[config.mk]
export PLATFORM = sky130hd
export DESIGN_NAME = ad9866_ctrl
export DESIGN_NICKNAME = d
export VERILOG_FILES = /design/src/rtl/ad9866_pkg.sv /design/src/rtl/ad9866_ctrl.sv /design/src/rtl/ad9866_spi_shifter.sv /design/src/rtl/ad9866_init_sequencer.sv /design/src/rtl/ad9866_cmd_decoder.sv
export VERILOG_INCLUDE_DIRS = /design/src /design/src/rtl
export SDC_FILE = /design/constraint.sdc
export NUM_CORES = 1
export LEC_CHECK = 0
export BUFFER_PORTS_ARGS = -buffer_cell sky130_fd_sc_hd__buf_2
export CORE_AREA = 2 2 79 81
export CTS_CLUSTER_DIAMETER = 80
export DETAILED_ROUTE_END_ITERATION = 8
export DIE_AREA = 0 0 81 83
export PLACE_DENSITY = 0.82
export SLEW_MARGIN = 20
export SYNTH_ARGS = -nofsm -noshare
export SYNTH_HDL_FRONTEND = slang
export SYNTH_SLANG_ARGS = --single-unit
[constraint.sdc]
create_clock -name clk -period 4.63 [get_ports clk]
set_input_delay 0.2315 -clock clk [delete_from_list [all_inputs] [get_ports clk]]
set_output_delay 0.2315 -clock clk [all_outputs]
set_load 0.01 [all_outputs]
[src/rtl/ad9866_params.svh]
// ==========================================================
// AD9866 control constants
// Frame length, host command map, chip gain registers and
// the power-up image size
// ==========================================================
`ifndef AD9866_PARAMS_SVH
`define AD9866_PARAMS_SVH

// One SPI frame, MSB first
`define AD9866_SPI_BITS 16
// Power-up image covers registers 0x00..0x13
`define AD9866_INIT_LEN 20

// Host command addresses
`define AD9866_ADDR_TXGAIN 6'h09
`define AD9866_ADDR_RXGAIN 6'h0a
`define AD9866_ADDR_WRITE  6'h3b
`define AD9866_WRITE_KEY   8'h06  // Required in data[31:24] for a raw write

// Chip side gain registers (note the crossed numbering)
`define AD9866_REG_TXGAIN 5'h0a
`define AD9866_REG_RXGAIN 5'h09

// Rx gain held after reset, matches chip default
`define AD9866_RXGAIN_RESET 7'h40

`endif
[src/rtl/ad9866_pkg.sv]
// ==========================================================
// AD9866 control types
// Host command, SPI frame, init image entry, decoder states
// ==========================================================
`default_nettype none

package ad9866_pkg;

  // One host command on the register-style bus
  typedef struct packed {
    logic [5:0]  addr;
    logic [31:0] data;
  } cmd_t;

  // 16-bit SPI frame in shift order, pad bits go out first
  typedef struct packed {
    logic [2:0] pad;       // Always zero, write with 1-byte transfer
    logic [4:0] reg_addr;  // Chip register
    logic [7:0] value;
  } spi_word_t;

  // Power-up image slot
  typedef struct packed {
    logic       en;     // Slot gets written
    logic [7:0] value;
  } init_entry_t;

  // Command decoder states
  typedef enum logic [1:0] {
    IDLE,   // Waiting for host req
    ISSUE,  // Word offered to sequencer
    DONE    // Ack to host, wait for req low
  } dec_state_e;

endpackage

`default_nettype wire

[src/rtl/ad9866_ctrl.sv]
// ==========================================================
// AD9866 serial port control, top level
// Host commands and power-up image onto the 3-wire SPI
// ==========================================================
`timescale 1ns/100ps
`default_nettype none

module ad9866_ctrl #(
  parameter int FAST_LNA     = 0,
  parameter int BYPASS_VERSA = 0
) (
  input  wire logic             clk,
  input  wire logic             rst,
  input  wire ad9866_pkg::cmd_t cmd,
  input  wire logic             cmd_req,
  output logic                  cmd_ack,
  output logic                  sen_n,
  output logic                  sclk,
  output logic                  sdio
);

  ad9866_pkg::spi_word_t wr_word;  // Decoder to sequencer
  ad9866_pkg::spi_word_t word;     // Sequencer to shifter
  logic                  wr_req;
  logic                  wr_ack;
  logic                  start;
  logic                  busy;

  ad9866_cmd_decoder #(.FAST_LNA(FAST_LNA)) ad9866_cmd_decoder_i (
    .clk, .rst, .cmd, .cmd_req, .cmd_ack,
    .wr_word, .wr_req, .wr_ack
  );

  ad9866_init_sequencer #(
    .FAST_LNA    (FAST_LNA),
    .BYPASS_VERSA(BYPASS_VERSA)
  ) ad9866_init_sequencer_i (
    .clk, .rst, .wr_word, .wr_req, .wr_ack,
    .busy, .start, .word
  );

  ad9866_spi_shifter ad9866_spi_shifter_i (
    .clk, .rst, .start, .word, .busy, .sen_n, .sclk, .sdio
  );

endmodule

`default_nettype wire

[src/rtl/ad9866_spi_shifter.sv]
// ==========================================================
// AD9866 SPI shifter
// One 16-bit write frame per start pulse, MSB first,
// sclk at half the system clock
// ==========================================================
`timescale 1ns/100ps
`default_nettype none

module ad9866_spi_shifter (
  input  wire logic                  clk,
  input  wire logic                  rst,
  input  wire logic                  start,
  input  wire ad9866_pkg::spi_word_t word,
  output logic                       busy,
  output logic                       sen_n,
  output logic                       sclk,
  output logic                       sdio
);

  localparam int BITS  = $bits(ad9866_pkg::spi_word_t);
  localparam int CNT_W = $clog2(BITS);

  logic [BITS-1:0]  shift_reg;
  logic [CNT_W-1:0] bit_cnt;   // Bits left after the current one

  assign busy = ~sen_n;
  assign sdio = shift_reg[BITS-1] & ~sen_n;  // Parked low between frames

  always_ff @(posedge clk) begin
    if (rst) begin
      sen_n   <= 1'b1;
      sclk    <= 1'b0;
      bit_cnt <= '0;
    end else if (sen_n) begin
      if (start) begin
        sen_n   <= 1'b0;
        bit_cnt <= CNT_W'(BITS - 1);
      end
    end else if (!sclk) begin
      sclk <= 1'b1;  // Chip samples on this rise
    end else begin
      sclk    <= 1'b0;
      bit_cnt <= bit_cnt - CNT_W'(1);
      if (bit_cnt == '0)
        sen_n <= 1'b1;  // Last bit done
    end
  end

  // Data only moves on the falling sclk edge
  always_ff @(posedge clk) begin
    if (sen_n && start)
      shift_reg <= word;
    else if (!sen_n && sclk)
      shift_reg <= {shift_reg[BITS-2:0], 1'b0};
  end

  // Sequencer only starts an idle shifter
  a_start_idle: assert property (@(posedge clk) disable iff (rst)
    start |-> !busy);
  // Setup and hold around the sclk rise
  a_sdio_sclk_low: assert property (@(posedge clk) disable iff (rst)
    !$stable(sdio) |-> !sclk);

endmodule

`default_nettype wire

[src/rtl/ad9866_init_sequencer.sv]
// ==========================================================
// AD9866 init sequencer
// Writes the power-up register image, then forwards
// decoded command words to the SPI shifter
// ==========================================================
`timescale 1ns/100ps
`default_nettype none

`include "ad9866_params.svh"

module ad9866_init_sequencer #(
  parameter int FAST_LNA     = 0,
  parameter int BYPASS_VERSA = 0  // Chip clocked without the VersaClock
) (
  input  wire logic                  clk,
  input  wire logic                  rst,
  input  wire ad9866_pkg::spi_word_t wr_word,
  input  wire logic                  wr_req,
  output logic                       wr_ack,
  input  wire logic                  busy,
  output logic                       start,
  output ad9866_pkg::spi_word_t      word
);

  // Power-up image, slot index is the register address
  localparam ad9866_pkg::init_entry_t IMAGE [`AD9866_INIT_LEN] = '{
    '{1'b0, 8'h80},                  // 0x00 four-wire SPI, untouched
    '{1'b0, 8'h00},
    '{1'b0, 8'h00},
    '{1'b0, 8'h00},
    '{BYPASS_VERSA == 1, 8'h36},     // 0x04 PLL setup without external clock
    '{1'b0, 8'h00},
    '{1'b1, 8'h54},                  // 0x06 clkout2 off
    '{1'b1, 8'h30},                  // 0x07 DC offset cal, Rx filter on
    '{1'b0, 8'h4b},                  // 0x08 Rx filter corner, default kept
    '{1'b0, 8'h00},                  // 0x09 Rx gain, host owned
    '{1'b0, 8'h00},                  // 0x0a Tx gain, host owned
    '{1'b1, (FAST_LNA == 1) ? 8'h04 : 8'h00},  // 0x0b RxPGA update via Tx bus
    '{1'b1, 8'h43},                  // 0x0c Tx twos complement, interpolation
    '{1'b1, 8'h03},                  // 0x0d Rx twos complement
    '{1'b1, 8'h81},                  // 0x0e IAMP setup
    '{1'b0, 8'h00},
    '{1'b1, 8'h80},                  // 0x10 Tx gain select
    '{1'b1, 8'h00},
    '{1'b1, 8'h00},
    '{1'b0, 8'h00}
  };

  logic [4:0] init_ptr;   // Next image slot
  logic       init_done;
  logic       slot_free;  // Shifter idle, no pulse in flight
  logic       load_init;
  logic       load_cmd;

  assign init_done = (init_ptr == 5'(`AD9866_INIT_LEN));
  assign slot_free = !busy && !start;
  assign load_init = !init_done && slot_free && IMAGE[init_ptr].en;
  assign load_cmd  = init_done && slot_free && wr_req && !wr_ack;

  always_ff @(posedge clk) begin
    if (rst) begin
      init_ptr <= '0;
      start    <= 1'b0;
      wr_ack   <= 1'b0;
    end else begin
      start <= load_init || load_cmd;  // One-cycle pulse
      if (!init_done && slot_free)
        init_ptr <= init_ptr + 5'd1;   // Disabled slots just cost a cycle
      if (load_cmd)
        wr_ack <= 1'b1;
      else if (!wr_req)
        wr_ack <= 1'b0;
    end
  end

  always_ff @(posedge clk) begin
    if (load_init)
      word <= '{pad: 3'b000, reg_addr: init_ptr, value: IMAGE[init_ptr].value};
    else if (load_cmd)
      word <= wr_word;
  end

endmodule

`default_nettype wire

[src/rtl/ad9866_cmd_decoder.sv]
// ==========================================================
// AD9866 host command decoder
// Tx/Rx gain and raw register commands turned into SPI
// words, unchanged gains and unknown addresses just acked
// ==========================================================
`timescale 1ns/100ps
`default_nettype none

`include "ad9866_params.svh"

module ad9866_cmd_decoder #(
  parameter int FAST_LNA = 0  // Rx gain via Tx pins, no SPI writes
) (
  input  wire logic                  clk,
  input  wire logic                  rst,
  input  wire ad9866_pkg::cmd_t      cmd,
  input  wire logic                  cmd_req,
  output logic                       cmd_ack,
  output ad9866_pkg::spi_word_t      wr_word,
  output logic                       wr_req,
  input  wire logic                  wr_ack
);

  ad9866_pkg::dec_state_e state;
  ad9866_pkg::spi_word_t  new_word;
  logic [3:0]             tx_gain;     // Last gain sent to the chip
  logic [6:0]             rx_gain;
  logic                   need_write;
  logic                   accept;

  // Chip Rx gain code from the host 7-bit gain
  function automatic logic [5:0] rx_code(input logic [6:0] g);
    if (g[6])
      return g[5:0];
    else if (g[5])
      return ~g[5:0];  // Mid range is inverted
    else
      return {1'b1, g[4:0]};
  endfunction

  // New request, previous word handshake fully closed
  assign accept = (state == ad9866_pkg::IDLE) && cmd_req && !wr_ack;

  always_comb begin
    need_write = 1'b0;
    new_word   = '0;
    case (cmd.addr)
      `AD9866_ADDR_TXGAIN: begin
        if (cmd.data[31:28] != tx_gain) begin
          need_write = 1'b1;
          new_word   = '{pad: 3'b000, reg_addr: `AD9866_REG_TXGAIN,
                         value: {4'b0100, cmd.data[31:28]}};
        end
      end
      `AD9866_ADDR_RXGAIN: begin
        if (FAST_LNA == 0 && cmd.data[6:0] != rx_gain) begin
          need_write = 1'b1;
          new_word   = '{pad: 3'b000, reg_addr: `AD9866_REG_RXGAIN,
                         value: {2'b01, rx_code(cmd.data[6:0])}};
        end
      end
      `AD9866_ADDR_WRITE: begin
        if (cmd.data[31:24] == `AD9866_WRITE_KEY) begin
          need_write = 1'b1;
          new_word   = '{pad: 3'b000, reg_addr: cmd.data[20:16], value: cmd.data[7:0]};
        end
      end
      default: need_write = 1'b0;  // Not ours, ack only
    endcase
  end

  always_ff @(posedge clk) begin
    if (rst) begin
      state   <= ad9866_pkg::IDLE;
      cmd_ack <= 1'b0;
      wr_req  <= 1'b0;
      tx_gain <= '0;
      rx_gain <= `AD9866_RXGAIN_RESET;
    end else begin
      case (state)
        ad9866_pkg::IDLE: begin
          if (accept) begin
            if (need_write) begin
              wr_req <= 1'b1;
              state  <= ad9866_pkg::ISSUE;
            end else begin
              state  <= ad9866_pkg::DONE;
            end
            // Remember what the chip now holds
            if (need_write && cmd.addr == `AD9866_ADDR_TXGAIN)
              tx_gain <= cmd.data[31:28];
            if (need_write && cmd.addr == `AD9866_ADDR_RXGAIN)
              rx_gain <= cmd.data[6:0];
          end
        end
        ad9866_pkg::ISSUE: if (wr_ack) state <= ad9866_pkg::DONE;  // Frame started
        ad9866_pkg::DONE: begin
          if (!cmd_ack) begin
            cmd_ack <= 1'b1;
          end else if (!cmd_req) begin  // Host closed, release both sides
            cmd_ack <= 1'b0;
            wr_req  <= 1'b0;
            state   <= ad9866_pkg::IDLE;
          end
        end
        default: state <= ad9866_pkg::IDLE;
      endcase
    end
  end

  // Word only loaded when a write is decided
  always_ff @(posedge clk) begin
    if (accept && need_write) wr_word <= new_word;
  end

  // Host never sees ack without a pending req
  a_ack_needs_req: assert property (@(posedge clk) disable iff (rst)
    $rose(cmd_ack) |-> cmd_req);
  // Word held for the whole sequencer handshake
  a_word_stable: assert property (@(posedge clk) disable iff (rst)
    ($past(wr_req) && wr_req) |-> $stable(wr_word));

endmodule

`default_nettype wire

==> qor.yml <==
layout:
  largest_reg_flops: 16
  fin_nets: 408
  final_util_pct: 68.63
  antenna_cells: 0
  drive_above_1_share_pct: 19.73
  fill_cells: 448
  area_growth_pct: 12.96
  final_common_cell: "edfxtp_1"
  final_cell_mix: "edfxtp_1, buf_2, nand2_1, dfxtp_1, nor2_1"
timing:
  fin_skew_ns: 0.01112
  finalCriticalPeriod_ns: 2.623
  hold_viol: 0
  worst_pin_slew_ns: 1.056
  rsz0062_at_grt: "no"
  timing.final.crit_share_pct: 56.65
  fin_tns_setup_ns: 0
  maxSlewViolCount: 0
  max_slew_margin_pct: 29.33
  setup_viol: 0
  fmax_ghz: 0.3813
pwr:
  power_frac_comb_pct: 6.9
  vdd_drop_max_mv: 0.1826
  p_switching_mw: 0.2987
  swShare_pct: 21.13
  clkPwrFrac_pct: 45.2
  p_seq_share_pct: 47.9
  fin_total_pwr_mw: 1.413
  power_density_nw_per_um2: 354.1
  internal-power_mw: 1.115
  p_leak_nw: 1.503
worst_setup_path:
  cpPeakStageDelay_ns: 0.84
  path_buf_inv: 1
  criticalPathCategory: "primary input to register"
  crit_slowest_cell: "nor2_1"
  cp-start-kind: "primary input"
  path_cells: "buf_2, nor4b_1, nand3b_1, a21oi_2, nor3_1, nor2_1"
  cp_data_required_time_ns: 4.59
  cp-end-kind: "register"
  cpLargestDelayFamily: "simple AND/OR/NAND/NOR gates"
  crit_fanout: 14
  crit_arrival_ns: 2.58
placed_design:
  dp_hpwl_um: 4445
  port_buffers: 33
  routabilityCongestion: 0.8882
yosys:
  syn_nets: 378
  ys_warn_count: 0
  synthArstFlopShare_pct: 0
  ys_ff_latch: 70
  synth_ff_type: "edfxtp_1"
  synth.cell_area_um2: 3533
  yosysSeqAreaShare_pct: 51.56
  synth_top_cell_by_area: "edfxtp_1"
  synthCells: 330
  netlist.area_leader.share_pct: 35.69
  synth_top_cells_by_area: "edfxtp_1, dfxtp_1, mux2_2"
  avgSynthCellArea_um2: 10.71
  synth-edff-count: 42
  yosysUniqueCellTypes: 52
floorplan:
  dieWidth_um: 81
  start_util_pct: 60.76
  num_io_pins: 45
  placement_rows: 28
  die_height_um: 83
  fp.dieArea_um2: 6723
  coreArea_um2: 5816
clock_tree:
  cts_max_level: 3
  cts_root_buffer: "clkbuf_8"
  cts_tree: "done"
  numCtsBuffers: 9
  cts.sinks: 70
  cts_setup_buffers: 0
  cts_resized: 0
  clk_pin_slew_ns: 0.08
  postCtsHoldBufs: 0
  clk_latency_ns: 0.34
  clock_path_buffers: 2
global_routing:
  grt_pass1_wl_um: 11050
  grt_usage_pct: 21.37
  grt_max_degree: 41
  antenna_found_initial: 0
  grt_pass1_vias: 2381
  overflow: 0
drt:
  drcViolationCount: 0
  via_per_inst: 5.809
  routed_wl_um: 6618
  drt-initial-drc-count: 204
  antenna_left: 0
  num_vias: 2556
  dr.pass1.iters: 5
  routedWlPerCell_um: 15.04
outcome:
  outcome: "finished, final reports clean"
job:
  cap_violations: 0
worst_hold_path:
  worstHoldPathType: "primary input to register"
[final timing paths]
check	start	end	slack (ns)	cells past startpoint
worst max-delay path	cmd[34]	ad9866_cmd_decoder_i.wr_word[3]	2.01	6
worst min-delay path	cmd[19]	ad9866_cmd_decoder_i.wr_word[11]	0.16	3
worst max register to register	ad9866_cmd_decoder_i.rx_gain[2]	ad9866_cmd_decoder_i.wr_word[3]	2.13	5
worst min register to register	ad9866_cmd_decoder_i.rx_gain[0]	ad9866_cmd_decoder_i.rx_gain[0]	0.49	2
[cell families after synthesis]
kind of cell | after synthesis | share of synthesized area [%]
DFF | 70 | 51.56
muxes | 17 | 5.312
and+or+nand+nor | 129 | 21.49
buffers and inverters | 26 | 3.223
adders and majority gates | 7 | 2.479
AOI/OAI and AO/OA | 65 | 11.97
xor gates and xnor gates | 16 | 3.966
[stage by stage]
stage,hold WS (ns),worst slack (ns),instance area [um^2],std cells
2_1_floorplan,0.3754,2.323,3533,330
3_5_place_dp,0.4786,1.720,3731,424
6_report,0.1598,2.007,3991,440
3_3_place_gp,0.4726,1.828,3731,424
4_1_cts,0.1498,2.069,3991,440
5_1_grt,0.1444,1.740,3991,440
[cell usage after synthesis (2+ instances only)]
cell	number
a211oi_1	4
a21o_1	4
a21oi_1	14
a221o_1	3
a22o_1	2
a31oi_1	2
and2_1	6
buf_2	4
clkbuf_1	10
dfxtp_1	28
edfxtp_1	42
ha_1	7
inv_1	10
mux2_2	14
mux2i_1	3
nand2_1	31
nand2b_1	14
nand3b_1	15
nand4_1	3
nor2_1	24
nor2b_1	9
nor3_1	4
nor3b_1	6
nor4_4	2
nor4b_1	3
o21ai_0	23
o21ai_1	2
o2bb2ai_1	2
or3_1	2
xnor2_1	3
xor2_1	13
[metal layers]
metal	GRT usage [%]	share of wire (%)
met5	0	0
met4	9.707	2.3
met3	4.130	4.7
met2	35.09	50
met1	26.95	43
[power groups by stage]
stage          Clock [mW]  Combinational [mW]  Sequential, mW
2_1_floorplan           0              0.0663           0.686
3_3_place_gp            0              0.0933           0.689
3_5_place_dp            0              0.0960           0.690
4_1_cts             0.644              0.0971           0.676
5_1_grt             0.674               0.108           0.678
6_report            0.639              0.0972           0.677
[cell type report]
cell class,instances,area [um^2],share of cell area [%]
tap,75,93.84,2.351
timing repair buffer,35,180.2,4.514
sequential,70,1822,45.64
clock buffer,9,123.9,3.103
multi-input combinational,234,1598,40.03
inverter,10,37.54,0.9404
clock inverter,7,136.4,3.417
[tightest hold or removal path, cell delays in order]
cell and delay [ns]:
buf_2 0.07, nand2_1 0.04, nand2_1 0.05
Power figures use the tool's default switching activity.
